File: src/design/soc_pkg.sv
package soc_pkg;

    // ~~~~~~~~~~~~~~~~~~~~
    // bus vector types.
    // ~~~~~~~~~~~~~~~~~~~~
    typedef logic [31:0] addr_t;
    typedef logic [31:0] word_t;
    typedef logic [3:0]  mask_t;
    typedef logic [63:0] cycle_t;

    // ~~~~~~~~~~~~~~~~~~~~
    // address map.
    // ~~~~~~~~~~~~~~~~~~~~
    // ram is the whole region with the upper half zero.
    localparam addr_t ram_base   = 32'h0000_0000;
    // one word of leds.
    localparam addr_t leds_base  = 32'h0001_0000;
    // count lo, count hi, compare lo, compare hi.
    localparam addr_t timer_base = 32'h0003_0000;

    // ~~~~~~~~~~~~~~~~~~~~
    // arbiter states.
    // ~~~~~~~~~~~~~~~~~~~~
    typedef enum logic [1:0] {
        arb_idle,
        arb_instr,
        arb_data
    } arb_state_t;

endpackage

File: src/design/mem_decoder.sv
`timescale 1ns/100ps

module mem_decoder (
    input  logic           pll_clk,
    input  logic           rst_n,

    input  soc_pkg::addr_t mem_address,
    input  logic           mem_read,
    input  logic           mem_write,
    input  soc_pkg::mask_t mem_write_mask,
    input  soc_pkg::word_t mem_write_value,
    output soc_pkg::word_t mem_read_value,
    output logic           mem_ready,

    output logic           ram_sel,
    output logic           timer_sel,
    input  soc_pkg::word_t ram_read_value,
    input  logic           ram_ready,
    input  soc_pkg::word_t timer_read_value,
    input  logic           timer_ready,

    output logic [7:0]     leds
);

    logic access;
    logic ram_hit;
    logic leds_hit;
    logic timer_hit;
    logic leds_sel;
    logic unmapped_sel;

    assign access = mem_read | mem_write;

    // ~~~~~~~~~~~~~~~~~~~~
    // region decode.
    // ~~~~~~~~~~~~~~~~~~~~
    assign ram_hit   = mem_address[31:16] == soc_pkg::ram_base[31:16];
    assign leds_hit  = mem_address[31:2] == soc_pkg::leds_base[31:2];
    assign timer_hit = mem_address[31:4] == soc_pkg::timer_base[31:4];

    assign ram_sel      = access && ram_hit;
    assign leds_sel     = access && leds_hit;
    assign timer_sel    = access && timer_hit;
    assign unmapped_sel = access && !ram_hit && !leds_hit && !timer_hit;

    // only lane 0 reaches the leds.
    always_ff @(posedge pll_clk or negedge rst_n) begin
        if (!rst_n) begin
            leds <= 8'h00;
        end else if (leds_sel && mem_write && mem_write_mask[0]) begin
            leds <= mem_write_value[7:0];
        end
    end

    // ~~~~~~~~~~~~~~~~~~~~
    // response merge.
    // ~~~~~~~~~~~~~~~~~~~~
    // unmapped reads give zero and finish at once.
    assign mem_read_value = (ram_sel ? ram_read_value : 32'h0)
                          | (timer_sel ? timer_read_value : 32'h0)
                          | (leds_sel ? {24'h0, leds} : 32'h0);

    assign mem_ready = (ram_sel & ram_ready)
                     | (timer_sel & timer_ready)
                     | leds_sel
                     | unmapped_sel;

    a_one_sel: assert property (@(posedge pll_clk) disable iff (!rst_n)
        $onehot0({ram_sel, leds_sel, timer_sel, unmapped_sel}));

endmodule

File: config.mk
export PLATFORM = sky130hd
export DESIGN_NAME = mem_decoder
export DESIGN_NICKNAME = d
export VERILOG_FILES = /design/src/design/soc_pkg.sv /design/src/design/mem_decoder.sv
export SDC_FILE = /design/constraint.sdc
export NUM_CORES = 1
export LEC_CHECK = 0
export BUFFER_PORTS_ARGS = -buffer_cell sky130_fd_sc_hd__buf_4
export CORE_AREA = 2 2 70 72
export CTS_CLUSTER_DIAMETER = 100
export DETAILED_ROUTE_END_ITERATION = 10
export DIE_AREA = 0 0 72 74
export HOLD_SLACK_MARGIN = 0.05
export PLACE_DENSITY_LB_ADDON = 0.12
export REMOVE_ABC_BUFFERS = 1
export SLEW_MARGIN = 20
export SYNTH_ARGS = -nofsm -noshare
export SYNTH_HDL_FRONTEND = slang
export SYNTH_SLANG_ARGS = --single-unit
File: constraint.sdc
create_clock -name pll_clk -period 1.8 [get_ports pll_clk]
set_clock_uncertainty 0.2 [all_clocks]
set_input_delay 0.18 -clock pll_clk [delete_from_list [all_inputs] [get_ports pll_clk]]
set_output_delay 0.18 -clock pll_clk [all_outputs]
set_load 0.1 [all_outputs]
==> reports/qor.txt, run 1 <==
status: finished, violations left
violated checks: negative setup slack
slowest stage delay, CP: 0.36 ns
total routed wirelength: 6379 um
clock latency on the worst-skew pair: 0.23 ns
adder-cell area share of the yosys netlist: 0%
largest registers: leds (8)
Critical Path RT: 1.42 ns
I/O Pins: 181
layout cells sized above 1: 79.25%
largest family of logic cells by synthesized area: compound AO/OA/AOI/OAI gates
clk slew on worst S/H paths: 0.04 ns
Final Max Tran Viols: 0
Initial DRT Pass Iterations: 4
Antenna diodes: 0
Slew HR: 77.06%
Reg with most FFs: leds
max-cap violations: 0
drt drc: 0
element type at the critical path end: output pin
transition time of the tightest slew-check pin: 0.3441 ns
GRT Total Usage: 20.03%
RSZ-0062 raised after global routing: true
Final period util: 108.7%
Core Region: 4598 um2
Area Growth Syn to Fin: 239.3%
fin area: 3303 um2
vias in the first global route: 1,739
wire length per cell: 18.33 um
Area contributors post-synth: a22oi_1 25%, dfrtp_1 21%, nor2_1 14%
Vias: 1,785
CP delay by family, top: simple AND/OR/NAND/NOR gates
root buffer cell: clkbuf_8
arrival time at the worst endpoint: 1.58 ns
Largest register FFs: 8
DIE WIDTH: 72 um
FF+latch area: 200.2 um2
Mapped Area: 973.4 um2
#FFs+latches synth: 8
critical path class: in -> out
Sum Neg Setup Slack: -4.633 ns
most area-hungry cell type in the Yosys netlist: a22oi_1
largest net degree at the start of global routing: 29
maximum clock insertion buffer count: 2
Final WS setup: -0.1563 ns
Max VDD drop: 0.0004135 V
Final setup viols: 34
CP startpoint: mem_address[20]
die footprint: 5328 um2
Post-Synth XOR/XNOR Area: 0%
DR vias/cell: 5.129
crit-path cells: buf_6 > nor4_4 > nand4_1 > or2_4 > clkbuf_16 > nor2_4 > buf_12
First DRT Iteration DRCs: 57
Synth Area in Simple Gates: 29.18%
row cnt: 25
GPL Wtd Cong: 0.7395
Compound-Gate Fraction of Synth Area: 33.80%
first-pass GRT wire length: 8431 um
Seq/Total Area, Yosys: 20.57%
Unique masters post-synth: 22
FMAX: 0.5112 GHz
RR Startpoint: leds[2]
clk sinks: 8
crit path time final: 1.956 ns
Initial Util: 21.17%
slowest CP cell: or2_4
Leak: 1.353 nW
min-delay worst type: in -> async
Num CTS Buffers: 3
final cell utilization of the core: 71.84%
syn avg cell area: 7.787 um2
Post-DP Area: 2250 um2
initial antenna violation count: 0
Remaining Overflow, GRT: 0
CP Launch Type: input pin
hold slack: 0.1139 ns
worst path bufs/invs: 3
Synth Warn #: 0
CTS tree: done
post-synth top area share: 24.68%
Cell Pwr Density: 226.5 nW/um2
antenna-violating nets left: 0
mux share of post-synthesis cell area: 9.254%
Port Buf Inserts: 151
H-Tree Depth: 1
final hold violation count: 0
area of the multi-input gates: 1042 um2
Crit Path Max Fanout: 7
Cells after Synth: 125
Final #Nets: 434
chip height: 74 um
dpl hpwl: 3855 um
Filler Cell Count: 315
## layout by cell type, fill, tap and decap left out, types with 2 or more instances in the layout
cell           instances
buf_4                115
buf_12                36
nor2_4                33
a22oi_1               28
buf_6                 13
dlygate4sd3_1          9
a22o_1                 8
dfrtp_1                8
mux2_2                 7
a22oi_2                4
clkbuf_8               4
nor2_1                 3
nor4_4                 3
nor3_2                 3
clkbuf_16              3
nand4_1                2
and4_4                 2
a21oi_2                2
## report_power, final
| part | internal (W) | switching (W) |
|---|---|---|
| clock | 0.000145 | 0.0000768 |
| sequential | 0.000181 | 0.00000000000254 |
| combinational | 0.000220 | 0.000125 |
## path summary, 6_finish.rpt
kind / end / slack (ns) / cells past startpoint
min in group pll_clk: leds[7] / 0.34 / 1
min: leds[2] / 0.11 / 2
max in group asynchronous: leds[0] / 1.16 / 2
max: mem_read_value[10] / -0.16 / 7
min reg2reg: leds[7] / 0.34 / 1
max reg2reg: leds[2] / 0.80 / 1
## kinds of logic after synthesis
group | count (synthesis)
DFF | 8
AOI/OAI and AO/OA | 43
muxes | 8
and+or+nand+nor | 53
buffers and inverters | 13
## layer usage
| layer | track usage [%] | wire (um) | share of wire [%] |
|---|---|---|---|
| met2 | 39.61 | 3577 | 56 |
| met5 | 0 | 0 | 0 |
| met3 | 4.472 | 531 | 8.3 |
| met4 | 4.612 | 137 | 2.1 |
| met1 | 21.65 | 2133 | 33 |
## repair_timing
action                                 4_1_cts  5_1_grt
gates cloned                                 0        5
setup endpoints to repair                   35       43
hold buffers                                 9        0
endpoints found under the hold margin       16        0
resized for setup                          160       42
setup buffers                                1        1
pin swaps                                    3       25
## area by class of cell
cell class              instances  share of cell area (%)
clock buffers                   3                   1.250
multi-input cells             104                   31.55
flip-flops and latches          8                   6.061
well taps                      54                   2.045
repair buffers                179                   59.09
## through the flow
step,setup slack [ns],instances,power (W)
after floorplan,-1.723,112,0.0002426
after global placement,-0.3191,331,0.0004580
after detailed placement,-0.3459,331,0.0004615
after CTS,-0.08876,344,0.0007266
after global routing,-0.2034,348,0.0007839
final,-0.1563,348,0.0007483
## Yosys cell counts
master    instances
nor3_2            1
clkbuf_1          6
nand4_1           2
a22o_1            8
buf_2             5
nor2_1           37
nor3_1            2
and4_2            1
a22oi_1          32
mux2_2            8
o32ai_1           1
nor4_4            1
nor4b_4           1
and4_1            1
and2_1            1
dfrtp_1           8
or2_2             1
buf_6             2
and4b_1           1
nor3b_1           1
a21oi_1           2
nor4_1            3
Note: power is estimated with default switching activity, not from simulation.
==> run 2: changes to the inputs <==
--- a/config.mk
+++ b/config.mk
@@ -6,12 +6,14 @@
 export NUM_CORES = 1
 export LEC_CHECK = 0
 export BUFFER_PORTS_ARGS = -buffer_cell sky130_fd_sc_hd__buf_4
-export CORE_AREA = 2 2 70 72
+export CORE_AREA = 2 2 69 71
+export CTS_BUF_LIST = sky130_fd_sc_hd__clkbuf_8
 export CTS_CLUSTER_DIAMETER = 100
 export DETAILED_ROUTE_END_ITERATION = 10
-export DIE_AREA = 0 0 72 74
+export DIE_AREA = 0 0 71 73
 export HOLD_SLACK_MARGIN = 0.05
 export PLACE_DENSITY_LB_ADDON = 0.12
+export RECOVER_POWER = 25
 export REMOVE_ABC_BUFFERS = 1
 export SLEW_MARGIN = 20
 export SYNTH_ARGS = -nofsm -noshare
==> reports/qor.txt, run 2 (same netlist as run 1, synthesis figures left out) <==
Final setup viols: 34 (unchanged)
CTS tree: done
Remaining Overflow, GRT: 0 (unchanged)
CP Launch Type: input pin
min-delay worst type: in -> async
Final period util: 107.9% (-0.74 points)
CP endpoint: mem_read_value[22]
Cell Count, Final, Fillers Out: 349 (+0.29%)
Core Region: 4536 um2 (-1.4%)
Slew HR: 70.79% (-6.3 points)
initial antenna violation count: 0 (unchanged)
Area Growth Syn to Fin: 237.3%
NetSw: 0.0001877 W (-7.2%)
combinational share of power: 46.7% (+0.5 points)
Sw Share: 25.65% (-1.4 points)
max-cap violations: 0 (unchanged)
most common cell after layout, fill and taps aside: buf_4
chip height: 73 um (-1.4%)
Clock power frac: 28.6% (-1.1 points)
R2R setup slack: 0.82 ns (+0.02 ns)
Antenna diodes: 0 (unchanged)
final hold violation count: 0 (unchanged)
dpl cells: 332 (+0.30%)
internal power: 0.0005440 W (-0.36%)
CP startpoint: mem_address[15]
arrival time at the worst endpoint: 1.56 ns (-0.02 ns)
Initial Util: 21.46% (+0.29 points)
die footprint: 5183 um2 (-2.7%)
clk sinks: 8 (unchanged)
H-Tree Depth: 1 (unchanged)
maximum clock insertion buffer count: 2 (unchanged)
GPL Wtd Cong: 0.6921 (-6.4%)
layout cells sized above 1: 78.31% (-0.95 points)
row cnt: 25 (unchanged)
Num CTS Buffers: 3 (unchanged)
Levels on crit path: 7 (unchanged)
Port Buf Inserts: 151 (unchanged)
first-pass GRT wire length: 8245 um (-2.2%)
I/O Pins: 181 (unchanged)
wire length per cell: 17.38 um (-5.2%)
DIE WIDTH: 71 um (-1.4%)
Filler Cell Count: 318 (+0.95%)
crit-path cells: buf_4 > nor4b_4 > and4_4 > clkbuf_16 > a22oi_1 > nor2_4 > buf_12
Reg with most FFs: leds
GRT Total Usage: 19.77% (-0.26 points)
transition time of the tightest slew-check pin: 0.4382 ns (+0.09412 ns)
element type at the critical path end: output pin
clk slew on worst S/H paths: 0.04 ns (about the same)
most frequent cells in the layout: 117 x buf_4, 36 x buf_12, 33 x nor2_4
Critical Path RT: 1.42 ns (about the same)
clock latency on the worst-skew pair: 0.22 ns (about the same)
slowest stage delay, CP: 0.32 ns (-0.04 ns)
slowest CP cell: and4_4
antenna-violating nets left: 0 (unchanged)
Reg power frac: 24.7% (+0.6 points)
Leak: 1.346 nW (-0.51%)
Sum Neg Setup Slack: -2.946 ns (+1.687 ns)
worst path bufs/invs: 3 (unchanged)
dpl hpwl: 3730 um (-3.3%)
crit path time final: 1.943 ns (-0.01327 ns)
Crit Path Max Fanout: 12 (+5)
Max VDD drop: 0.0003379 V (-18%)
violated checks: negative setup slack
largest net degree at the start of global routing: 29 (unchanged)
R2R depth: 1 (unchanged)
drt drc: 0 (unchanged)
FMAX: 0.5147 GHz (+0.68%)
Cell Pwr Density: 222.8 nW/um2 (-1.6%)
Final WS setup: -0.1430 ns (+0.01327 ns)
status: finished, violations left
DR vias/cell: 5.060 (-1.3%)
largest registers: leds (8)
Largest register FFs: 8 (unchanged)
Initial DRT Pass Iterations: 4 (unchanged)
Final #Nets: 435 (+0.23%)
CP delay by family, top: simple AND/OR/NAND/NOR gates
vias in the first global route: 1,774 (+2.0%)
RR Startpoint: leds[2]
root buffer cell: clkbuf_8
Final Max Tran Viols: 0 (unchanged)
total routed wirelength: 6065 um (-4.9%)
critical path class: in -> out
RSZ-0062 raised after global routing: true
First DRT Iteration DRCs: 52 (-8.8%)
Vias: 1,766 (-1.1%)
worst reg2reg endpoint: leds[2]
==> run 2: cell types whose count changed in the layout (fill, tap and decap cells not counted), sizes merged <==
cell  change
buf       +1
==> run 2: worst min path at each step <==
| stage | slack, ns | start | end |
|---|---|---|---|
| 6_report | 0.21 | rst_n | leds[5] |
| 5_1_grt | 0.26 | rst_n | leds[5] |
| 4_1_cts | 0.10 | rst_n | leds[5] |
| 3_5_place_dp | -0.20 | rst_n | leds[4] |
| 3_3_place_gp | -0.20 | rst_n | leds[4] |
| 2_1_floorplan | -0.32 | rst_n | leds[0] |
==> run 2: timing repair <==
item,in CTS,in global routing
endpoints found under the hold margin,16,0
cloned,0,4
setup buffers,1,1
setup endpoints to repair,35,43
pin swaps,6,19
hold buffers,9,0
gates resized for setup,159,38
==> run 2: final cells by class <==
cell class / instances / area, um2 / area share [%]
timing repair buffer: 180 / 1942 / 59.15
multi-input combinational: 104 / 1032 / 31.44
sequential: 8 / 200.2 / 6.098
tap: 54 / 67.56 / 2.058
clock buffer: 3 / 41.29 / 1.258
==> run 2: per-layer routing <==
layer / global-route usage [%] / share of wire [%]
met5: 0 / 0
met4: 5.870 / 1.3
met2: 38.21 / 57
met1: 21.39 / 35
met3: 4.420 / 6.9
==> run 2: power by group through the flow <==
| stage | sequential [W] | combinational (W) | clock [W] |
|---|---|---|---|
| after CTS | 0.000181 | 0.000319 | 0.000217 |
| after global routing | 0.000180 | 0.000366 | 0.000228 |
| final | 0.000181 | 0.000342 | 0.000209 |
| after global placement | 0.000183 | 0.000277 | 0 |
| after detailed placement | 0.000183 | 0.000280 | 0 |
| after floorplan | 0.000183 | 0.0000595 | 0 |
==> run 2: stage by stage <==
| stage | hold slack [ns] | worst slack, ns | util, % | power, W | cell area, um2 |
|---|---|---|---|---|---|
| floorplan | -0.3156 | -1.723 | - | 0.0002426 | 903.4 |
| global placement | -0.1965 | -0.3003 | 49.77 | 0.0004599 | 2257 |
| detailed placement | -0.1954 | -0.3237 | 49.77 | 0.0004628 | 2257 |
| CTS | 0.1032 | -0.07815 | 66.43 | 0.0007167 | 3013 |
| global route | 0.2648 | -0.2191 | 72.39 | 0.0007741 | 3283 |
| finish | 0.2112 | -0.1430 | 72.39 | 0.0007316 | 3283 |
