## config.mk

```make
export PLATFORM = sky130hd
export DESIGN_NAME = bus_arbiter
export DESIGN_NICKNAME = d
export VERILOG_FILES = /design/src/design/soc_pkg.sv /design/src/design/bus_arbiter.sv
export SDC_FILE = /design/constraint.sdc
export NUM_CORES = 1
export LEC_CHECK = 0
export BUFFER_PORTS_ARGS = -buffer_cell sky130_fd_sc_hd__buf_2
export CAP_MARGIN = 15
export CORE_AREA = 5 5 104 106
export CTS_BUF_LIST = sky130_fd_sc_hd__clkbuf_4
export DETAILED_ROUTE_END_ITERATION = 10
export DIE_AREA = 0 0 109 111
export GPL_ROUTABILITY_DRIVEN = 0
export PLACE_DENSITY_LB_ADDON = 0.3
export SYNTH_ARGS = -nofsm -noshare
export SYNTH_HDL_FRONTEND = slang
export SYNTH_SLANG_ARGS = --single-unit
```

## constraint.sdc

```tcl
create_clock -name pll_clk -period 4.45 [get_ports pll_clk]
set_clock_uncertainty 0.05 [all_clocks]
set_input_delay 1.335 -clock pll_clk [delete_from_list [all_inputs] [get_ports pll_clk]]
set_output_delay 1.335 -clock pll_clk [all_outputs]
set_load 0.01 [all_outputs]
```

## src/design/soc_pkg.sv

```systemverilog
package soc_pkg;

    // ~~~~~~~~~~~~~~~~~~~~
    // bus vector types.
    // ~~~~~~~~~~~~~~~~~~~~
    typedef logic [31:0] addr_t;
    typedef logic [31:0] word_t;
    typedef logic [3:0]  mask_t;
    typedef logic [63:0] cycle_t;

    // ~~~~~~~~~~~~~~~~~~~~
    // address map.
    // ~~~~~~~~~~~~~~~~~~~~
    // ram is the whole region with the upper half zero.
    localparam addr_t ram_base   = 32'h0000_0000;
    // one word of leds.
    localparam addr_t leds_base  = 32'h0001_0000;
    // count lo, count hi, compare lo, compare hi.
    localparam addr_t timer_base = 32'h0003_0000;

    // ~~~~~~~~~~~~~~~~~~~~
    // arbiter states.
    // ~~~~~~~~~~~~~~~~~~~~
    typedef enum logic [1:0] {
        arb_idle,
        arb_instr,
        arb_data
    } arb_state_t;

endpackage

```

## src/design/bus_arbiter.sv

```systemverilog
`timescale 1ns/100ps

module bus_arbiter (
    input  logic           pll_clk,
    input  logic           rst_n,

    input  soc_pkg::addr_t instr_address,
    input  logic           instr_read,
    output soc_pkg::word_t instr_read_value,
    output logic           instr_ready,

    input  soc_pkg::addr_t data_address,
    input  logic           data_read,
    input  logic           data_write,
    input  soc_pkg::mask_t data_write_mask,
    input  soc_pkg::word_t data_write_value,
    output soc_pkg::word_t data_read_value,
    output logic           data_ready,

    output soc_pkg::addr_t mem_address,
    output logic           mem_read,
    output logic           mem_write,
    output soc_pkg::mask_t mem_write_mask,
    output soc_pkg::word_t mem_write_value,
    input  soc_pkg::word_t mem_read_value,
    input  logic           mem_ready
);

    soc_pkg::arb_state_t state;
    soc_pkg::arb_state_t state_next;
    logic                last_data;
    logic                instr_req;
    logic                data_req;

    assign instr_req = instr_read;
    assign data_req  = data_read | data_write;

    // data first, unless it had the last grant.
    always_comb begin
        state_next = state;
        case (state)
            soc_pkg::arb_idle: begin
                if (data_req && (!instr_req || !last_data)) begin
                    state_next = soc_pkg::arb_data;
                end else if (instr_req) begin
                    state_next = soc_pkg::arb_instr;
                end
            end
            soc_pkg::arb_instr,
            soc_pkg::arb_data: begin
                if (mem_ready) begin
                    state_next = soc_pkg::arb_idle;
                end
            end
            default: state_next = soc_pkg::arb_idle;
        endcase
    end

    always_ff @(posedge pll_clk or negedge rst_n) begin
        if (!rst_n) begin
            state     <= soc_pkg::arb_idle;
            last_data <= 1'b0;
        end else begin
            state <= state_next;
            if (state_next == soc_pkg::arb_data) begin
                last_data <= 1'b1;
            end else if (state_next == soc_pkg::arb_instr) begin
                last_data <= 1'b0;
            end
        end
    end

    // ~~~~~~~~~~~~~~~~~~~~
    // common bus mux.
    // ~~~~~~~~~~~~~~~~~~~~
    always_comb begin
        mem_address     = '0;
        mem_read        = 1'b0;
        mem_write       = 1'b0;
        mem_write_mask  = '0;
        mem_write_value = '0;
        case (state)
            soc_pkg::arb_instr: begin
                mem_address = instr_address;
                mem_read    = instr_read;
            end
            soc_pkg::arb_data: begin
                mem_address     = data_address;
                mem_read        = data_read;
                mem_write       = data_write;
                mem_write_mask  = data_write_mask;
                mem_write_value = data_write_value;
            end
            default: ;
        endcase
    end

    // response goes back to the owner only.
    assign instr_ready      = (state == soc_pkg::arb_instr) && mem_ready;
    assign data_ready       = (state == soc_pkg::arb_data) && mem_ready;
    assign instr_read_value = (state == soc_pkg::arb_instr) ? mem_read_value : '0;
    assign data_read_value  = (state == soc_pkg::arb_data) ? mem_read_value : '0;

    a_one_ready: assert property (@(posedge pll_clk) disable iff (!rst_n)
        !(instr_ready && data_ready));

    a_no_rw: assert property (@(posedge pll_clk) disable iff (!rst_n)
        !(mem_read && mem_write));

endmodule

```

==> metrics.md, run 1 <==
| Metric | Value |
|---|---|
| Max clock buf depth | 2 |
| Sw frac | 51.0% |
| Diode count | 0 |
| Setup Buffers After CTS | 0 |
| Synth Area per Inst | 6.72 sq um |
| Yosys top cell by area | and2_1 |
| Max rail drop VDD | 0.000324 V |
| Largest net degree at the start of global routing | between 60 and 70 |
| Maximum clock rate | 287 MHz |
| Finished Core Util | 30.2% |
| Unrepaired setup endpoints after global routing | false |
| Critical path class | reg -> out |
| Setup WS post-layout | 0.968 ns |
| Cts hold-fix bufs | 0 |
| CTS H-tree depth | 1 |
| Post-Synthesis Cells | about 210 |
| Arrival time at the worst endpoint | around 2.1 ns |
| Routed vias/inst | 4.01 |
| Post-route ant nets | 0 |
| Multi-input gate area | approximately 1200 sq um |
| NumNets Final | 615 |
| Seq pwr share | 3.9% |
| Dpl cells | 600 |
| Post-cts sizing count | 0 |
| CP Max Fanout | 35 |
| Port Buffer Count | 273 |
| Synth top area share | 45.0% |
| Gr usage total | 10.8% |
| Die Area | 12100 sq um |
| Initial Util | between 10% and 20% |
| CTS tree | done |
| Area growth syn-to-layout | 104% |
| Final setup viols | 0 |
| Root buf cell | clkbuf_4 |
| Worst Hold Class | reg -> reg |
| Routed wire per std cell | 12.8 microns |
| Max-slew violation count | 0 |
| Most common cell after layout, fill and taps aside | buf_2 |
| Tcrit/Tclk final | 78.2% |
| Total CTS buffers | 3 |
| Max_cap viols | 0 |
| Vias | 2421 |
| Clk pwr share | 4.2% |
| Initial antenna violation count | 0 |
| Hold Slack | ~0.49 ns |
| Worst-Skew Late Latency | 0.24 ns |
| Core ar. | between 9000 and 10000 sq um |
| Post-place setup slack | 1.16 ns |
| Critical Path Source | state[1] |
| Headroom to the max-slew limit | 46.5% |
| Worst Max-Slew Pin Slew | 0.803 ns |
| Die H | 111 microns |
| CP endpoint kind | primary output |
| FF/Latch Area | 75.1 sq um |
| Sequential fraction of the synthesis area | ~5.2% |
| Worst hold path startpoint | last_data |
| Die Wd | 109 microns |
| Vias in the first global route | 2250 |
| Synth cell types | 20 |
| Starting DRC count in detailed routing | 97 |
| Setup_tns | 0 ns |
| Pwr dens | 445 nW/um^2 |
| Most frequent cells in the layout | buf_2 (273), and2_1 (103), nor2b_1 (35) |
| Net Count, Synth | between 300 and 400 |
| DPL Wire Length | ~6600 microns |
| Leak | 1.78 nW |
| DRC viols | 0 |
| Synth top area cells | and2_1 (45%), a22oi_1 (17%), nor2b_1 (15%) |
| Layout Cells excl Fill | 604 |
| Final Hold Viols | 0 |
| Post-synthesis cell area | about 1400 sq um |
| R2R Path Start | state[0] |
| Top-Level Pins | 274 |
| First-pass GRT wire length | 11000 microns |
| Gate power share | 91.9% |
| Grt ovf | 0 |
| CP Launch Type | flip-flop |
| Fill cells | 1053 |
| Psw | approximately 0.00066 W |
| Int Pwr | roughly 0.00064 W |
| Status | completed |
| Num rows | 36 |
| Final WL | 7740 microns |
| Yosys synthesis warning count | 0 |
| Clk sinks | 3 |
| Worst path required time | 3.06 ns |
| Synthesized flop and latch total | 3 |
| Pre-antenna DRT Iters | 4 |
| Final min period | around 3.5 ns |
| Layout cells sized above 1 | 59.9% |
| Clock transition at path regs | 0.04 ns |
## worst max-delay path, cell delays in order (launching register included)
cell and delay (ns):
dfrtp_1 0.40, inv_1 0.09, ha_2 0.52, buf_4 0.42, a22oi_1 0.14, nor2b_1 0.12
buf_2 0.14
## power by group through the flow
stage               combinational [W]  clock [W]  sequential, W
floorplan                    0.000759          0      0.0000478
global placement              0.00120          0      0.0000502
detailed placement            0.00121          0      0.0000511
CTS                           0.00122  0.0000571      0.0000507
global route                  0.00132  0.0000606      0.0000534
finish                        0.00120  0.0000547      0.0000503
## kinds of logic (layout without fill, tap and decap cells)
logic type      count (synthesis)  count (layout)  share of synthesized area (%)
compound gates                 39              39                           19.8
fa+ha+maj                       5               5                           4.37
flops                           3               3                           5.24
buf+inv                        23             281                           7.95
simple gates                  142             142                           61.9
mux                             1               1                          0.787
## state kept, by name (all words and copies together), names as in the netlist
| signal | count |
|---|---|
| last_data | 1 |
| state | 2 |
## cell usage after synthesis
cell type	n
ha_1	5
a21oi_1	2
nor2_1	1
nor2b_1	35
clkbuf_2	7
inv_1	2
dfrtp_1	3
nand3b_1	1
clkbuf_1	3
nor3b_1	1
buf_4	2
nand2_1	1
mux2_2	1
and2_1	103
o21ai_1	1
a21o_1	1
o211ai_1	1
buf_2	9
o21ai_0	1
a22oi_1	33
## per-layer routing
layer  part of all wire [%]  track usage (%)  vias to the layer above
met1                     33             10.8                     1068
met5                      0                0                        -
met3                     11             1.98                        0
met2                     56             23.0                      138
li1                       -                -                     1215
met4                      0            0.758                        0
## final cells by class
type | instances | share of cell area (%)
Clock buffer | 4 | 1.03
Inverter | 2 | 0.257
Multi-Input combinational cell | 187 | 42.7
Sequential cell | 3 | 2.57
Tap cell | 133 | 5.70
Timing Repair Buffer | 275 | 47.7
## stage by stage
stage | area (sq um) | total power [W]
2_1_floorplan | 1430 | 0.000807
3_3_place_gp | 2890 | 0.00125
3_5_place_dp | 2890 | 0.00127
4_1_cts | 2920 | 0.00133
5_1_grt | 2920 | 0.00143
6_report | 2920 | 0.00130
## final timing paths
check	cells past startpoint	slack, ns	to
max in group asynchronous	1	3.40	state[0]
max reg2reg	7	1.87	last_data
min in group asynchronous	1	0.84	last_data
min	1	0.49	last_data
max	6	0.97	mem_address[27]
min reg2reg	1	0.49	last_data
Note: power is estimated with default switching activity, not from simulation.
==> run 2, diff against run 1 <==
- clock period: 4.45 -> 3 ns (I/O delays scaled with it)
==> run 2 against run 1 <==
Routed wire length decreased by 0.59%; hold slack got worse by 0.079 ns; combinational power increased by 48%; clock-buffer cell count unchanged; non-clock buffer count increased by 2; design area increased by 0.51%; worst setup slack got worse by 0.63 ns.
==> metrics.md, run 2 (synthesis results as in run 1) <==
| Metric | Value |
|---|---|
| Status | completed |
| Max reg flops | 2 (unchanged) |
| Gate power share | 91.9% (about the same) |
| Core ar. | 9680 sq um (unchanged) |
| CP Max Fanout | 103 (+190%) |
| Setup_tns | 0 ns (unchanged) |
| Headroom to the max-slew limit | 76.9% (+30 points) |
| Starting DRC count in detailed routing | 117 (+21%) |
| CTS tree | done |
| Tcrit/Tclk final | 88.6% |
| Root buf cell | clkbuf_4 |
| Unrepaired setup endpoints after global routing | false |
| Total power | 0.00193 W (+48%) |
| Most frequent cells in the layout | buf_2 (273), and2_1 (103), nor2b_1 (35) |
| Port Buffer Count | 273 (unchanged) |
| WL met2 | 4220 microns (-2.1%) |
| Vias in the first global route | 2348 (+4.4%) |
| FF/Latch Area | 75.1 sq um (unchanged) |
| Initial Util | 14.8% (unchanged) |
| Worst-Skew Late Latency | 0.24 ns (about the same) |
| Worst Max-Slew Pin Slew | 0.347 ns (-0.456 ns) |
| Gr usage total | 11.0% (+0.20 points) |
| Top routing layer in use | met4 |
| WL met3 | 838 microns (-5.4%) |
| Final min period | 2.66 ns |
| Clock transition at path regs | 0.04 ns (about the same) |
| CP endpoint kind | primary output |
| Fill cells | 1073 (+1.9%) |
| Post-route ant nets | 0 (unchanged) |
| Top flop regs | state: 2 flops, last_data: 1 flops |
| Post-cts sizing count | 0 (unchanged) |
| Final setup viols | 0 (unchanged) |
| Hold Slack | 0.407 ns (-0.0794 ns) |
| Critical path class | reg -> out |
| Num rows | 36 (unchanged) |
| Psw | 0.000986 W (+49%) |
| Clk sinks | 3 (unchanged) |
| Final WL | 7690 microns (-0.59%) |
| Final Hold Viols | 0 (unchanged) |
| Dpl cells | 602 (+0.33%) |
| Largest reg by FF count | state |
| CP Launch Type | flip-flop |
| Area growth syn-to-layout | 105% |
| Max clock buf depth | 2 (unchanged) |
| Pre-antenna DRT Iters | 6 (+2) |
| Worst path required time | 2.05 ns (-1.01 ns) |
| Top-Level Pins | 274 (unchanged) |
| Finished Core Util | 30.3% (+0.16 points) |
| Seq pwr share | 3.9% (about the same) |
| Leak | 1.79 nW (+0.58%) |
| Most common cell after layout, fill and taps aside | buf_2 |
| Arrival time at the worst endpoint | 1.71 ns (-0.39 ns) |
| Sw frac | 51.1% (+0.11 points) |
| Multi-input gate area | 1250 sq um (unchanged) |
| Largest net degree at the start of global routing | 104 (+53%) |
| Total CTS buffers | 3 (unchanged) |
| Pwr dens | 657 nW/um^2 (+48%) |
| Diode count | 0 (unchanged) |
| Layout cells sized above 1 | 60.0% (+0.17 points) |
| DPL Wire Length | 6480 microns (-1.8%) |
| Worst Hold Class | in -> async |
| M1 WL | 2610 microns (+2.9%) |
| CTS H-tree depth | 1 (unchanged) |
| Routed wire per std cell | 12.7 microns (-0.92%) |
| Layout Cells excl Fill | 606 (+0.33%) |
| Setup Buffers After CTS | 0 (unchanged) |
| Max rail drop VDD | 0.000384 V (+18%) |
| Vias | 2397 (-0.99%) |
| Initial antenna violation count | 0 (unchanged) |
| Die H | 111 microns (unchanged) |
| Die Area | 12100 sq um (unchanged) |
| Maximum clock rate | 376 MHz |
| NumNets Final | 617 (+0.33%) |
| Max_cap viols | 0 (unchanged) |
| Cts hold-fix bufs | 0 (unchanged) |
| Max-slew violation count | 0 (unchanged) |
| DRC viols | 0 (unchanged) |
| Grt ovf | 0 (unchanged) |
| Routed vias/inst | 3.96 (-1.3%) |
| Die Wd | 109 microns (unchanged) |
| First-pass GRT wire length | 11200 microns (+1.9%) |
| Clk pwr share | 4.3% (about the same) |
| Int Pwr | 0.000943 W (+48%) |
## run 2: changes by cell type in the layout (fill, tap and decap cells not counted), sizes merged
cell	before	now
buf	275	277
## run 2: per-stage QoR
stage | cell area, sq um | worst slack, ns
6_report | 2940 | 0.342
3_5_place_dp | 2910 | 0.587
3_3_place_gp | 2910 | 0.634
4_1_cts | 2940 | 0.320
2_1_floorplan | 1430 | 0.849
5_1_grt | 2940 | 0.193
## run 2: power groups by stage
stage | Clock, W | Combinational [W] | Sequential, W
final | 0.0000822 | 0.00177 | 0.0000748
after detailed placement | 0 | 0.00181 | 0.0000753
after CTS | 0.0000861 | 0.00181 | 0.0000747
after global placement | 0 | 0.00178 | 0.0000747
after global routing | 0.0000863 | 0.00196 | 0.0000782
after floorplan | 0 | 0.00113 | 0.0000709
## run 2: critical path, stage by stage (launching register included)
cell and delay (ns):
dfrtp_1 0.40, inv_1 0.10, ha_2 0.20, buf_12 0.30
a22oi_1 0.15, nor2b_1 0.15, buf_2 0.15
## run 2: path summary, 6_finish.rpt
kind	from	to	slack, ns	cells after the start
worst max-delay path	state[0]	mem_address[0]	0.34	6
worst min-delay path	rst_n	last_data	0.41	1
worst max register to register	state[0]	last_data	0.75	8
worst min register to register	last_data	last_data	0.50	1
max in group asynchronous	rst_n	state[0]	2.37	1
min in group pll_clk	last_data	last_data	0.50	1
## run 2: area by class of cell
cell class	instances	share of cell area (%)
well taps	133	5.67
flip-flops and latches	3	2.56
repair buffers	277	48.0
inverters	2	0.256
clock buffers	4	1.02
multi-input cells	187	42.5
## run 2: per-layer routing
metal  global-route usage (%)  up-vias
met5                        0        -
met2                     23.1      134
met1                     11.1     1047
met4                     1.01        0
li1                         -     1214
met3                     2.10        2
==> run 3, diff against run 2 <==
- BUFFER_PORTS_ARGS: -buffer_cell sky130_fd_sc_hd__buf_2 -> -buffer_cell sky130_fd_sc_hd__buf_4
==> run 3 against run 2 <==
Clock-buffer cell count unchanged; first-iteration DRC count increased by 5.1%; critical endpoint is now mem_address[9]; sequential cell count unchanged; critical path depth decreased by 1.
==> metrics.md, run 3 (synthesis results as in run 1) <==
| Metric | Value |
|---|---|
| Root buf cell | clkbuf_4 |
| Routed wire per std cell | 14.2 microns (+12%) |
| Num rows | 36 (unchanged) |
| Hold Slack | 0.393 ns (-0.0140 ns) |
| Setup WS post-layout | 0.294 ns (-0.0483 ns) |
| Final min period | 2.71 ns (+0.0483 ns) |
| Dpl cells | 603 (+0.17%) |
| Worst Hold Class | in -> async |
| Layout cells sized above 1 | 60.1% (+0.084 points) |
| Core ar. | 9680 sq um (unchanged) |
| Most common cell after layout, fill and taps aside | buf_4 |
| Post-route ant nets | 0 (unchanged) |
| Setup_tns | 0 ns (unchanged) |
| Final Hold Viols | 0 (unchanged) |
| Multi-input gate area | 1250 sq um (unchanged) |
| Most frequent cells in the layout | buf_4 (276), and2_1 (103), nor2b_1 (35) |
| Routed vias/inst | 3.97 (+0.42%) |
| FF/Latch Area | 75.1 sq um (unchanged) |
| Largest reg by FF count | state |
| Worst path cell trace | inv_1 > ha_1 > buf_12 > nor2b_1 > buf_4 |
| Max_cap viols | 0 (unchanged) |
| CP endpoint kind | primary output |
| Worst-Skew Late Latency | 0.24 ns (about the same) |
| CTS tree | done |
| CP Max Fanout | 22 (-79%) |
| Worst Max-Slew Pin Slew | 0.413 ns (+0.0657 ns) |
| Max rail drop VDD | 0.000406 V (+5.8%) |
| Headroom to the max-slew limit | 72.5% (-4.4 points) |
| Worst path slowest cell | ha_1 |
| Largest net degree at the start of global routing | 69 (-34%) |
| DRC viols | 0 (unchanged) |
| Layout Cells excl Fill | 607 (+0.17%) |
| Pwr dens | 640 nW/um^2 (-2.7%) |
| Total CTS buffers | 3 (unchanged) |
| Post-place setup slack | 0.545 ns (-0.0424 ns) |
| Final setup viols | 0 (unchanged) |
| Critical path class | reg -> out |
| Grt ovf | 0 (unchanged) |
| Max clock buf depth | 2 (unchanged) |
| Setup Buffers After CTS | 0 (unchanged) |
| Vias | 2411 (+0.58%) |
| Post-cts sizing count | 0 (unchanged) |
| Worst path max stage delay | 0.54 ns (+0.14 ns) |
| Cts hold-fix bufs | 0 (unchanged) |
| Pre-antenna DRT Iters | 4 (-2) |
| Fill cells | 1029 (-4.1%) |
| Status | completed |
| Gr usage total | 12.9% (+1.9 points) |
| Max reg flops | 2 (unchanged) |
| First-pass GRT wire length | 12800 microns (+15%) |
| Final WL | 8620 microns (+12%) |
| Port Buffer Count | 273 (unchanged) |
| NumNets Final | 618 (+0.16%) |
| Die Wd | 109 microns (unchanged) |
| Clk sinks | 3 (unchanged) |
| CTS H-tree depth | 1 (unchanged) |
| Initial antenna violation count | 0 (unchanged) |
| Leak | 1.93 nW (+8.0%) |
| Tcrit/Tclk final | 90.2% (+1.6 points) |
| Starting DRC count in detailed routing | 123 (+5.1%) |
| Clock transition at path regs | 0.04 ns (about the same) |
| Top flop regs | state: 2 flops, last_data: 1 flops |
| Top-Level Pins | 274 (unchanged) |
| Worst path required time | 2.05 ns (about the same) |
| Arrival time at the worst endpoint | 1.76 ns (+0.05 ns) |
| CP Launch Type | flip-flop |
| Vias in the first global route | 2505 (+6.7%) |
| Die H | 111 microns (unchanged) |
| Diode count | 0 (unchanged) |
| Unrepaired setup endpoints after global routing | false |
| Total power | 0.00233 W (+21%) |
| Maximum clock rate | 370 MHz (-1.8%) |
| Area growth syn-to-layout | 154% |
| Max-slew violation count | 0 (unchanged) |
| Die Area | 12100 sq um (unchanged) |
| DPL Wire Length | 7290 microns (+12%) |
| Initial Util | 14.8% (unchanged) |
-- run 3: cell count changes in the layout (fill, tap and decap cells not counted), sizes merged --
| cell | change |
|---|---|
| buf | +1 |
-- run 3: power breakdown --
part           switching, W  total [W]  internal (W)
Combinational       0.00101    0.00217       0.00116
Clock             0.0000246  0.0000836     0.0000591
Sequential        0.0000165  0.0000754     0.0000589
Total               0.00105    0.00233       0.00128
-- run 3: final cells by class --
cell class,instances,area share (%)
repair buffers,278,58.0
multi-input cells,187,34.3
well taps,133,4.57
flip-flops and latches,3,2.06
clock buffers,4,0.825
inverters,2,0.206
-- run 3: worst paths after layout --
path	startpoint	endpoint	slack (ns)	depth (start not counted)
setup / recovery	state[1]	mem_address[9]	0.29	5
hold / removal	rst_n	state[1]	0.39	1
setup reg to reg	state[1]	last_data	0.69	7
hold reg to reg	last_data	last_data	0.48	1
max in group asynchronous	rst_n	state[0]	2.41	1
min in group pll_clk	last_data	last_data	0.48	1
-- run 3: metal layers --
metal / up-vias / part of all wire, % / track usage [%]
li1: 1215 / - / -
met1: 1061 / 34 / 12.9
met2: 133 / 55 / 26.7
met3: 2 / 10 / 3.20
met4: 0 / 0.13 / 0.758
met5: - / 0 / 0
-- run 3: critical path: cells and delay by family, from the launching register on --
family	cells	cell delay (ns)
adders and majority gates	1	0.54
buffers and inverters	3	0.42
DFF	1	0.40
and+or+nand+nor	1	0.15
-- run 3: stage by stage --
stage | area [sq um] | utilization, %
2_1_floorplan | 1430 | -
3_3_place_gp | 3610 | 37.3
3_5_place_dp | 3610 | 37.3
4_1_cts | 3640 | 37.6
5_1_grt | 3640 | 37.6
6_report | 3640 | 37.6
