File: config.mk
export PLATFORM = sky130hd
export DESIGN_NAME = cycle_timer
export DESIGN_NICKNAME = d
export VERILOG_FILES = /design/src/design/soc_pkg.sv /design/src/design/cycle_timer.sv
export SDC_FILE = /design/constraint.sdc
export NUM_CORES = 1
export LEC_CHECK = 0
export BUFFER_PORTS_ARGS = -buffer_cell sky130_fd_sc_hd__buf_2
export CELL_PAD_IN_SITES_DETAIL_PLACEMENT = 0
export CELL_PAD_IN_SITES_GLOBAL_PLACEMENT = 2
export CORE_UTILIZATION = 35
export CTS_CLUSTER_SIZE = 16
export DETAILED_ROUTE_END_ITERATION = 16
export GPL_TIMING_DRIVEN = 0
export PLACE_DENSITY_LB_ADDON = 0.1
export SETUP_SLACK_MARGIN = 0.02
export SLEW_MARGIN = 20
export SYNTH_ARGS = -nofsm -noshare
export SYNTH_HDL_FRONTEND = slang
export SYNTH_SLANG_ARGS = --single-unit
File: constraint.sdc
create_clock -name pll_clk -period 5 [get_ports pll_clk]
set_input_delay 0.75 -clock pll_clk [delete_from_list [all_inputs] [get_ports pll_clk]]
set_output_delay 0.75 -clock pll_clk [all_outputs]
set_load 0.02 [all_outputs]
File: src/design/soc_pkg.sv
package soc_pkg;

    // ~~~~~~~~~~~~~~~~~~~~
    // bus vector types.
    // ~~~~~~~~~~~~~~~~~~~~
    typedef logic [31:0] addr_t;
    typedef logic [31:0] word_t;
    typedef logic [3:0]  mask_t;
    typedef logic [63:0] cycle_t;

    // ~~~~~~~~~~~~~~~~~~~~
    // address map.
    // ~~~~~~~~~~~~~~~~~~~~
    // ram is the whole region with the upper half zero.
    localparam addr_t ram_base   = 32'h0000_0000;
    // one word of leds.
    localparam addr_t leds_base  = 32'h0001_0000;
    // count lo, count hi, compare lo, compare hi.
    localparam addr_t timer_base = 32'h0003_0000;

    // ~~~~~~~~~~~~~~~~~~~~
    // arbiter states.
    // ~~~~~~~~~~~~~~~~~~~~
    typedef enum logic [1:0] {
        arb_idle,
        arb_instr,
        arb_data
    } arb_state_t;

endpackage

File: src/design/cycle_timer.sv
`timescale 1ns/100ps

module cycle_timer (
    input  logic           pll_clk,
    input  logic           rst_n,

    input  logic           sel,
    input  soc_pkg::addr_t address,
    input  soc_pkg::mask_t write_mask,
    input  soc_pkg::word_t write_value,
    output soc_pkg::word_t read_value,
    output logic           ready,

    output logic           timer_irq
);

    soc_pkg::cycle_t count;
    soc_pkg::cycle_t compare;
    logic            write_lo;
    logic            write_hi;

    // a write carries a nonzero mask.
    assign write_lo = sel && (|write_mask) && (address[3:2] == 2'd2);
    assign write_hi = sel && (|write_mask) && (address[3:2] == 2'd3);

    always_ff @(posedge pll_clk or negedge rst_n) begin
        if (!rst_n) begin
            count <= '0;
        end else begin
            count <= count + 64'd1;
        end
    end

    // compare halves, byte by byte.
    always_ff @(posedge pll_clk or negedge rst_n) begin
        if (!rst_n) begin
            compare <= '1;
        end else begin
            for (int i = 0; i < 4; i++) begin
                if (write_lo && write_mask[i]) begin
                    compare[8*i +: 8] <= write_value[8*i +: 8];
                end
                if (write_hi && write_mask[i]) begin
                    compare[32 + 8*i +: 8] <= write_value[8*i +: 8];
                end
            end
        end
    end

    always_comb begin
        case (address[3:2])
            2'd0:    read_value = count[31:0];
            2'd1:    read_value = count[63:32];
            2'd2:    read_value = compare[31:0];
            default: read_value = compare[63:32];
        endcase
    end

    assign ready     = sel;
    assign timer_irq = count >= compare;

endmodule

==> impl_results.rst, run 1 <==
.. list-table::
   :header-rows: 1

   * - Metric
     - Value
   * - Part of the total power dissipated in sequential elements
     - approximately 40%
   * - Number of placed I/O pins
     - between 100 and 150
   * - Total number of nets in the final design
     - 883
   * - Fraction of power spent switching nets
     - 25.5%
   * - Xor/xnor cell area share of the yosys netlist
     - 7.07%
   * - Quantity of hold-fixing buffers added after cts
     - 0
   * - Result of the run
     - completed
   * - Buffers added on ports
     - 71
   * - Routed wire length
     - 21600 µm
   * - Number of warning messages in the yosys log
     - 0
   * - Async set or reset register ratio after synthesis
     - between 90% and 100%
   * - Clock tree sinks
     - 128
   * - Cell repeated most along the worst path
     - sky130_fd_sc_hd__nor4_1
   * - Cell type with the largest total area after synthesis
     - sky130_fd_sc_hd__dfstp_2
   * - CP Class
     - flop to output pin
   * - Mux cell area share after synthesis
     - between 10% and 20%
   * - Sequential element share of the synthesized area
     - a little over two fifths
   * - Vias in the first global route
     - about 5700
   * - Total number of placement rows
     - 53
   * - Combinational share of power
     - between 10% and 20%
   * - Leading post-synthesis cells by cell area
     - sky130_fd_sc_hd__dfstp_2 (22%), sky130_fd_sc_hd__dfrtp_1 (21%), sky130_fd_sc_hd__ha_1 (11%), sky130_fd_sc_hd__mux2_2 (9.4%), sky130_fd_sc_hd__mux4_2 (9.4%)
   * - Detailed-placement wirelength estimate
     - approximately 16000 µm
   * - Worst EP arrival
     - about 3.4 ns
   * - R2r worst-path depth
     - 6
   * - Sw power
     - 858 µW
   * - Synth-to-Final Area Change
     - 18.6%
   * - Reg2Reg Setup Slack
     - 2.45 ns
   * - Area enclosed by the die boundary
     - 22500 µm²
   * - Final count of pins violating max slew
     - 0
   * - Area of the core region
     - 21300 µm²
   * - Number of enable-type register cells in the synthesized netlist
     - 0
   * - Remaining antenna violation count after routing
     - 0
   * - Final hold violation count
     - 0
   * - Post-route DRC
     - 0
   * - Pleak
     - between 0.004 and 0.005 µW
   * - Critical-path cell with the highest stage delay
     - sky130_fd_sc_hd__nor4_1
   * - Max_slew headroom
     - 34.2%
   * - Primary flip-flop cell chosen by synthesis mapping
     - sky130_fd_sc_hd__dfstp_2
   * - Pin count of the biggest net entering global routing
     - 68
   * - Routed via count divided by cell count
     - 5.31
   * - Initial antenna violation count
     - 0
   * - RSZ-0062 raised after global routing
     - no
   * - Crit-path max FO
     - 3
   * - Worst setup EP type
     - output pin
   * - Initial DRC Count
     - 304
   * - Portion of synthesized cell area occupied by the leading cell type
     - 21.9%
   * - Global-route congestion overflow total
     - 0
   * - DP Cell Count
     - 1003
   * - Launching element type of the critical path
     - flop
   * - Initial Utilization
     - 36.1%
   * - Netlist area before placement
     - just under 8000 µm²
   * - Fin Setup TNS
     - 0 ns
   * - VDD IR-drop max
     - ~0.18 mV
   * - Power per cell area
     - 369 nW/µm²
   * - Worst reg2reg path endpoint
     - count[44]$_DFF_PN0_
   * - Area of placed instances
     - around 8400 µm²
   * - Post-layout instance count excluding filler cells
     - roughly 1000
   * - Number of CTS-inserted buffers
     - 17
   * - Main combinational cell family by area after synthesis
     - multiplexers
   * - MaxCap Viol Count
     - 0
   * - Total number of vias
     - 5499
   * - Synthesized netlist net count
     - 792
   * - Synth cell count leaders
     - sky130_fd_sc_hd__inv_1 (69), sky130_fd_sc_hd__ha_1 (65), sky130_fd_sc_hd__dfrtp_1 (64), sky130_fd_sc_hd__dfstp_2 (64), sky130_fd_sc_hd__mux2_2 (64)
   * - Antenna diode count
     - 0
   * - Fraction of the mapped netlist area in simple logic gates
     - between 10% and 20%
   * - Detailed Routing Iterations Pass 1
     - 5
   * - CTS clock-pin slew for the worst setup and hold paths
     - around 0.060 ns
   * - Cells traversed along the worst timing path
     - inv_1 -> ha_1 -> nand4_1 -> nor4_1 -> a21boi_0 -> o31a_1 -> nor4_1 -> o21ai_0 -> buf_2
   * - CTS Buffer Depth
     - 2
   * - Count of buffers added by post-CTS timing repair for setup
     - 0
   * - Avg Synthesized Cell Area
     - 11.7 µm²
   * - Data required time of the worst path
     - ~4.3 ns
   * - Total of cells resized after clock tree synthesis
     - 0
   * - Post-route cell area
     - roughly 9100 µm²
   * - R2r startpoint
     - count[26]$_DFF_PN0_
   * - Post-Synth Adder-Cell Area
     - between 10% and 20%
   * - Setup violators final
     - 0
   * - Cells after Synth
     - 656
   * - Internal power
     - roughly 2500 µW
   * - Layout cell share with drive strength beyond 1
     - a little under two fifths
   * - TritonCTS clock tree
     - built
   * - Final weighted congestion in routability-driven placement
     - 0.800
   * - Compound-cell area share of the yosys netlist
     - 4.19%
   * - Worst-case clock skew
     - 0.0134 ns
   * - Wire length of the first global-routing pass
     - 33300 µm
   * - Fmax
     - 238 MHz
   * - Post-synthesis sequential element count
     - 128
   * - Number of H-tree levels
     - 4
   * - Delay of the slowest cell on the worst path
     - 0.81 ns
   * - Global-route usage over all layers
     - 20.4%
   * - Worst slew pin tran
     - 0.987 ns
   * - Part of the cycle the worst path needs
     - 83.9%
   * - Die Height
     - 150 µm
   * - Clock Latency Late Sink
     - roughly 0.42 ns
   * - WL per Instance
     - 20.8 µm
   * - Most instantiated library cell after synthesis
     - sky130_fd_sc_hd__inv_1
   * - Period minus WS final
     - 4.19 ns
   * - Clock power frac
     - between 40% and 50%
   * - Clock tree root buffer cell
     - sky130_fd_sc_hd__clkbuf_16
   * - Path category of the worst min-delay check
     - primary input to async pin
   * - Number of distinct library cell variants in the gate-level netlist after synthesis
     - 45
   * - Horiz. Die Dim
     - 150 µm
## per-stage QoR
stage / setup WS [ns] / utilization, % / hold WS [ns] / power [µW]
detailed placement: 0.804 / 39.6 / 0.517 / 1900
CTS: 0.721 / 42.8 / 0.292 / 3410
finish: 0.807 / 42.8 / 0.282 / 3370
global route: 0.625 / 42.8 / 0.298 / 3520
global placement: 0.803 / 39.4 / 0.508 / 1880
floorplan: 2.07 / - / 0.454 / 1690
## cell families after synthesis
kind of cell             count (synthesis)
AO/OA/AOI/OAI                           53
XOR/XNOR                                62
adder cells (fa/ha/maj)                 65
buffers and inverters                   81
flip-flops                             128
multiplexers                            96
AND/OR/NAND/NOR                        171
## layout by cell type, fill, tap and decap left out, types with 3 or more instances in the layout
cell type	count
sky130_fd_sc_hd__a21oi_1	25
sky130_fd_sc_hd__nor2_1	20
sky130_fd_sc_hd__and3_1	3
sky130_fd_sc_hd__nand3_1	36
sky130_fd_sc_hd__clkbuf_1	7
sky130_fd_sc_hd__dfrtp_1	64
sky130_fd_sc_hd__nand4_1	35
sky130_fd_sc_hd__nor3_1	9
sky130_fd_sc_hd__mux4_2	32
sky130_fd_sc_hd__a21o_1	12
sky130_fd_sc_hd__nor4_1	7
sky130_fd_sc_hd__mux2_2	64
sky130_fd_sc_hd__inv_1	69
sky130_fd_sc_hd__ha_1	65
sky130_fd_sc_hd__nand2_1	38
sky130_fd_sc_hd__o21ai_0	7
sky130_fd_sc_hd__buf_2	75
sky130_fd_sc_hd__bufinv_16	7
sky130_fd_sc_hd__xnor2_1	44
sky130_fd_sc_hd__clkbuf_16	17
sky130_fd_sc_hd__dfstp_2	64
sky130_fd_sc_hd__xor2_1	18
sky130_fd_sc_hd__and4_1	4
## sequential cells by signal, indices dropped and copies added (netlist names)
register  count
compare      64
count        64
## area by class of cell
type | count | area (µm²)
Inverter | 69 | 259
Clock inverter | 10 | 230
Buffer | 12 | 58.8
Fill cell | 2052 | 12200
Timing Repair Buffer | 72 | 393
Multi-Input combinational cell | 447 | 4080
Sequential cell | 128 | 3280
Clock buffer | 22 | 464
Tap cell | 275 | 344
## worst max path at each step
stage	startpoint	endpoint	depth (start not counted)
2_1_floorplan	address[3]	read_value[10]	4
3_3_place_gp	address[3]	read_value[11]	5
3_5_place_dp	address[3]	read_value[28]	5
4_1_cts	compare[14]$_DFFE_PN1P_	timer_irq	9
5_1_grt	compare[14]$_DFFE_PN1P_	timer_irq	9
6_report	compare[14]$_DFFE_PN1P_	timer_irq	9
## worst max-delay path: cells and delay by family (launching register included)
family	cells	cell delay (ns)
AO/OA/AOI/OAI	3	0.84
buffers and inverters	2	0.25
AND/OR/NAND/NOR	3	1.08
adder cells (fa/ha/maj)	1	0.30
flip-flops	1	0.55
## power by group through the flow
stage / clock network (µW) / logic [µW] / registers, µW
4_1_cts: 1510 / 561 / 1330
2_1_floorplan: 0 / 389 / 1300
3_5_place_dp: 0 / 558 / 1350
3_3_place_gp: 0 / 540 / 1340
6_report: 1490 / 550 / 1330
5_1_grt: 1550 / 614 / 1350
## per-layer routing
metal  vias to the layer above  GRT usage, %  wire length, µm
met5                         -             0                0
li1                       2569             -                -
met1                      2766          27.4             9940
met2                       139          33.0            10300
met3                        25          4.18              913
met4                         0          6.57              376
Power figures use the tool's default switching activity.
==> inputs of run 2 (changes only) <==
--- a/config.mk
+++ b/config.mk
@@ -5,10 +5,11 @@
 export SDC_FILE = /design/constraint.sdc
 export NUM_CORES = 1
 export LEC_CHECK = 0
+export ABC_AREA = 1
 export BUFFER_PORTS_ARGS = -buffer_cell sky130_fd_sc_hd__buf_2
 export CELL_PAD_IN_SITES_DETAIL_PLACEMENT = 0
 export CELL_PAD_IN_SITES_GLOBAL_PLACEMENT = 2
-export CORE_UTILIZATION = 35
+export CORE_UTILIZATION = 34
 export CTS_CLUSTER_SIZE = 16
 export DETAILED_ROUTE_END_ITERATION = 16
 export GPL_TIMING_DRIVEN = 0
==> constraint.sdc (replaced) <==
create_clock -name pll_clk -period 4 [get_ports pll_clk]
set_input_delay 0.6 -clock pll_clk [delete_from_list [all_inputs] [get_ports pll_clk]]
set_output_delay 0.6 -clock pll_clk [all_outputs]
set_load 0.02 [all_outputs]
==> run 2 against run 1 <==
The flow now finishes with violations (DRC); worst hold slack lost 0.14 ns; non-clock buffer count rose by 10; sequential cell count is the same; final cell count is 46% higher; largest cell class unchanged.
==> impl_results.rst, run 2 <==
.. list-table::
   :header-rows: 1

   * - Metric
     - Value
   * - Result of the run
     - finished with violations
   * - Violated checks
     - DRC
   * - Buffers added on ports
     - 74 (+4.2%)
   * - Met3 capacity usage during global routing
     - 3.13% (-1.0 points)
   * - Highest-utilization routing layer at the global route stage
     - met2
   * - Worst reg2reg path endpoint
     - count[38]$_DFF_PN0_
   * - Number of distinct library cell variants in the gate-level netlist after synthesis
     - 38 (-16%)
   * - Max_slew headroom
     - 33.4% (-0.77 points)
   * - Fin Setup TNS
     - 0 ns (unchanged)
   * - Sequential cell area
     - 3280 µm² (unchanged)
   * - Cell type with the largest total area after synthesis
     - sky130_fd_sc_hd__dfstp_2
   * - Worst slew pin tran
     - 0.999 ns (+0.0116 ns)
   * - Area of the core region
     - 24200 µm² (+14%)
   * - Number of warning messages in the yosys log
     - 0 (unchanged)
   * - Number of H-tree levels
     - 4 (unchanged)
   * - Leading post-synthesis cells by cell area
     - sky130_fd_sc_hd__dfstp_2 (20%), sky130_fd_sc_hd__dfrtp_1 (19%), sky130_fd_sc_hd__nand2_1 (11%), sky130_fd_sc_hd__ha_1 (9.7%), sky130_fd_sc_hd__inv_1 (6.2%)
   * - Worst-case clock skew
     - 0.00635 ns (-0.00704 ns)
   * - RSZ-0062 raised after global routing
     - no
   * - Initial DRC Count
     - 464 (+53%)
   * - Final count of pins violating max slew
     - 0 (unchanged)
   * - Worst EP arrival
     - 2.94 ns (-0.50 ns)
   * - Power per cell area
     - 407 nW/µm² (+10%)
   * - MaxCap Viol Count
     - 0 (unchanged)
   * - Worst setup slack before clock tree synthesis
     - 0.632 ns (-0.171 ns)
   * - Most frequent cells in the layout
     - sky130_fd_sc_hd__nand2_1 (245), sky130_fd_sc_hd__inv_1 (139), sky130_fd_sc_hd__o21ai_0 (97)
   * - Worst setup EP type
     - output pin
   * - Portion of synthesized cell area occupied by the leading cell type
     - 20.1% (-1.8 points)
   * - Horiz. Die Dim
     - 159 µm (+5.8%)
   * - Synth-to-Final Area Change
     - 17.7%
   * - R2r startpoint
     - count[0]$_DFF_PN0_
   * - Number of CTS-inserted buffers
     - 17 (unchanged)
   * - Layout cell share with drive strength beyond 1
     - 18.9% (-18 points)
   * - Pleak
     - 0.00445 µW (+4.6%)
   * - Part of the cycle the worst path needs
     - between 80% and 90%
   * - Vias in the first global route
     - 7549 (+33%)
   * - Final setup slack of the worst path
     - 0.457 ns (-0.350 ns)
   * - Setup violators final
     - 0 (unchanged)
   * - Total number of placement rows
     - 57 (+7.5%)
   * - Area taken by multi-input logic gates
     - 4440 µm² (+8.7%)
   * - WL per Instance
     - 20.6 µm (-0.93%)
   * - Global-route congestion overflow total
     - 0 (unchanged)
   * - Final hold violation count
     - 0 (unchanged)
   * - Netlist area before placement
     - 8360 µm² (+8.9%)
   * - Clock Latency Late Sink
     - 0.42 ns (about the same)
   * - Clock tree sinks
     - 128 (unchanged)
   * - Detailed Routing Iterations Pass 1
     - 11 (+6)
   * - Launching element type of the critical path
     - flop
   * - VDD IR-drop max
     - 0.244 mV (+36%)
   * - Clock tree root buffer cell
     - sky130_fd_sc_hd__clkbuf_16
   * - CP Class
     - flop to output pin
   * - Data required time of the worst path
     - 3.40 ns (-0.85 ns)
   * - Biggest registers after layout
     - compare: 64 flops, count: 64 flops
   * - Antenna diode count
     - 0 (unchanged)
   * - Pin count of the biggest net entering global routing
     - 66 (-2.9%)
   * - Reg2Reg Setup Slack
     - 1.90 ns (-0.55 ns)
   * - Number of placed I/O pins
     - 105 (unchanged)
   * - Grt met1 use
     - 35.4% (+8.0 points)
   * - Area enclosed by the die boundary
     - 25200 µm² (+12%)
   * - Period minus WS final
     - 3.54 ns
   * - Async set or reset register ratio after synthesis
     - 100% (unchanged)
   * - CTS Buffer Depth
     - 2 (unchanged)
   * - Synth cell count leaders
     - sky130_fd_sc_hd__nand2_1 (245), sky130_fd_sc_hd__inv_1 (139), sky130_fd_sc_hd__o21ai_0 (97)
   * - Total of cells resized after clock tree synthesis
     - 0 (unchanged)
   * - Global-route usage over all layers
     - 25.6% (+5.2 points)
   * - Path category of the worst min-delay check
     - primary input to async pin
   * - Most common cell after layout, fill and taps aside
     - sky130_fd_sc_hd__nand2_1
   * - Fmax
     - 282 MHz
   * - Wire length of the first global-routing pass
     - 47200 µm (+42%)
   * - Post-route DRC
     - 4 (+4)
   * - Avg Synthesized Cell Area
     - 7.74 µm² (-34%)
   * - Crit path launch
     - compare[63]$_DFFE_PN1P_
   * - Routed via count divided by cell count
     - 4.96 (-6.7%)
   * - Most instantiated library cell after synthesis
     - sky130_fd_sc_hd__nand2_1
   * - Die Height
     - 159 µm (+5.8%)
   * - Detailed-placement wirelength estimate
     - 24600 µm (+55%)
   * - Final weighted congestion in routability-driven placement
     - 0.897 (+12%)
   * - Number of enable-type register cells in the synthesized netlist
     - 0 (unchanged)
   * - CTS clock-pin slew for the worst setup and hold paths
     - 0.06 ns (about the same)
   * - Number of fillers in the final layout
     - 2651 (+29%)
   * - Endpoint of the worst setup timing path
     - timer_irq
   * - Cells after Synth
     - 1080 (+65%)
   * - Post-synthesis sequential element count
     - 128 (unchanged)
   * - TritonCTS clock tree
     - built
   * - R2r worst-path depth
     - 9 (+3)
   * - Initial antenna violation count
     - 0 (unchanged)
   * - Crit-path max FO
     - 3 (unchanged)
   * - Routed wire length
     - 31200 µm (+45%)
   * - Global routing met2 resource utilization
     - 40.9% (+8.0 points)
   * - Sequential element share of the synthesized area
     - 39.3% (-3.5 points)
   * - Primary flip-flop cell chosen by synthesis mapping
     - sky130_fd_sc_hd__dfstp_2
   * - Quantity of hold-fixing buffers added after cts
     - 0 (unchanged)
   * - Synthesized netlist net count
     - 1216 (+54%)
   * - Remaining antenna violation count after routing
     - 0 (unchanged)
   * - Total number of vias
     - 7491 (+36%)
   * - Total number of nets in the final design
     - 1310 (+48%)
   * - Count of buffers added by post-CTS timing repair for setup
     - 0 (unchanged)
   * - Initial Utilization
     - 34.5% (-1.6 points)
==> run 2: changes by cell type after synthesis, moves of 11 or more <==
cell and change:
sky130_fd_sc_hd__nand3_1 +11, sky130_fd_sc_hd__o21ai_0 +90, sky130_fd_sc_hd__nand4_1 -20, sky130_fd_sc_hd__mux2_2 -64
sky130_fd_sc_hd__xnor2_1 -34, sky130_fd_sc_hd__nand2_1 +207, sky130_fd_sc_hd__mux4_2 -32, sky130_fd_sc_hd__nor2_1 +73
sky130_fd_sc_hd__inv_1 +70, sky130_fd_sc_hd__a21oi_1 +29, sky130_fd_sc_hd__nor3_1 +20, sky130_fd_sc_hd__o22ai_1 +24
sky130_fd_sc_hd__xor2_1 +28
==> run 2: worst min path at each step <==
| stage | end | slack, ns | depth (start not counted) |
|---|---|---|---|
| floorplan | count[0]$_DFF_PN0_ | 0.30 | 0 |
| global placement | compare[44]$_DFFE_PN1P_ | 0.48 | 2 |
| detailed placement | compare[41]$_DFFE_PN1P_ | 0.48 | 2 |
| CTS | count[49]$_DFF_PN0_ | 0.15 | 1 |
| global route | count[49]$_DFF_PN0_ | 0.17 | 1 |
| finish | count[49]$_DFF_PN0_ | 0.14 | 1 |
==> run 2: logic make-up (layout without fill, tap and decap cells) <==
| group | after synthesis | count (layout) | synth area share (%) |
|---|---|---|---|
| simple gates | 472 | 472 | 25.2 |
| compound gates | 190 | 190 | 12.1 |
| buf+inv | 168 | 275 | 7.67 |
| flops | 128 | 128 | 39.3 |
| fa+ha+maj | 65 | 65 | 9.72 |
| xor+xnor | 56 | 56 | 5.86 |
| mux | 1 | 1 | 0.135 |
==> run 2: area by class of cell <==
class / instances / area share [%]
plain buffers: 19 / 0.839
clock buffers: 23 / 5.62
clock inverters: 9 / 1.13
inverters: 149 / 5.68
multi-input cells: 784 / 45.1
flip-flops and latches: 128 / 33.4
well taps: 324 / 4.12
repair buffers: 75 / 4.14
==> run 2: metal layers <==
layer  share of wire [%]  wire (µm)
met1                  48      14900
met2                  46      14200
met3                 3.6       1120
met4                 2.8        879
met5                   0          0
==> run 2: critical path, cell delays in order (launching register included) <==
cell	delay, ns
sky130_fd_sc_hd__dfstp_2	0.52
sky130_fd_sc_hd__inv_1	0.06
sky130_fd_sc_hd__ha_1	0.29
sky130_fd_sc_hd__nand2_1	0.07
sky130_fd_sc_hd__nor2_1	0.35
sky130_fd_sc_hd__nand2_1	0.12
sky130_fd_sc_hd__nor3_1	0.46
sky130_fd_sc_hd__nand2_1	0.10
sky130_fd_sc_hd__nor3_1	0.24
sky130_fd_sc_hd__nand2_1	0.08
sky130_fd_sc_hd__nand2_1	0.07
sky130_fd_sc_hd__buf_2	0.16
==> run 2: through the flow <==
step	std cells	util (%)	hold slack, ns	cell area (µm²)	total power, µW
2_1_floorplan	1080	-	0.304	8360	2020
3_3_place_gp	1478	37.7	0.480	9140	2280
3_5_place_dp	1479	37.8	0.483	9180	2290
4_1_cts	1511	40.6	0.148	9840	4050
5_1_grt	1511	40.6	0.171	9840	4210
6_report	1511	40.6	0.137	9840	4010
==> run 2: power breakdown <==
group / switching [µW] / leakage, µW / internal (µW) / total [µW]
sequential: 47.6 / 0.00155 / 1530 / 1580
combinational: 473 / 0.00257 / 217 / 689
clock: 639 / 0.000331 / 1110 / 1740
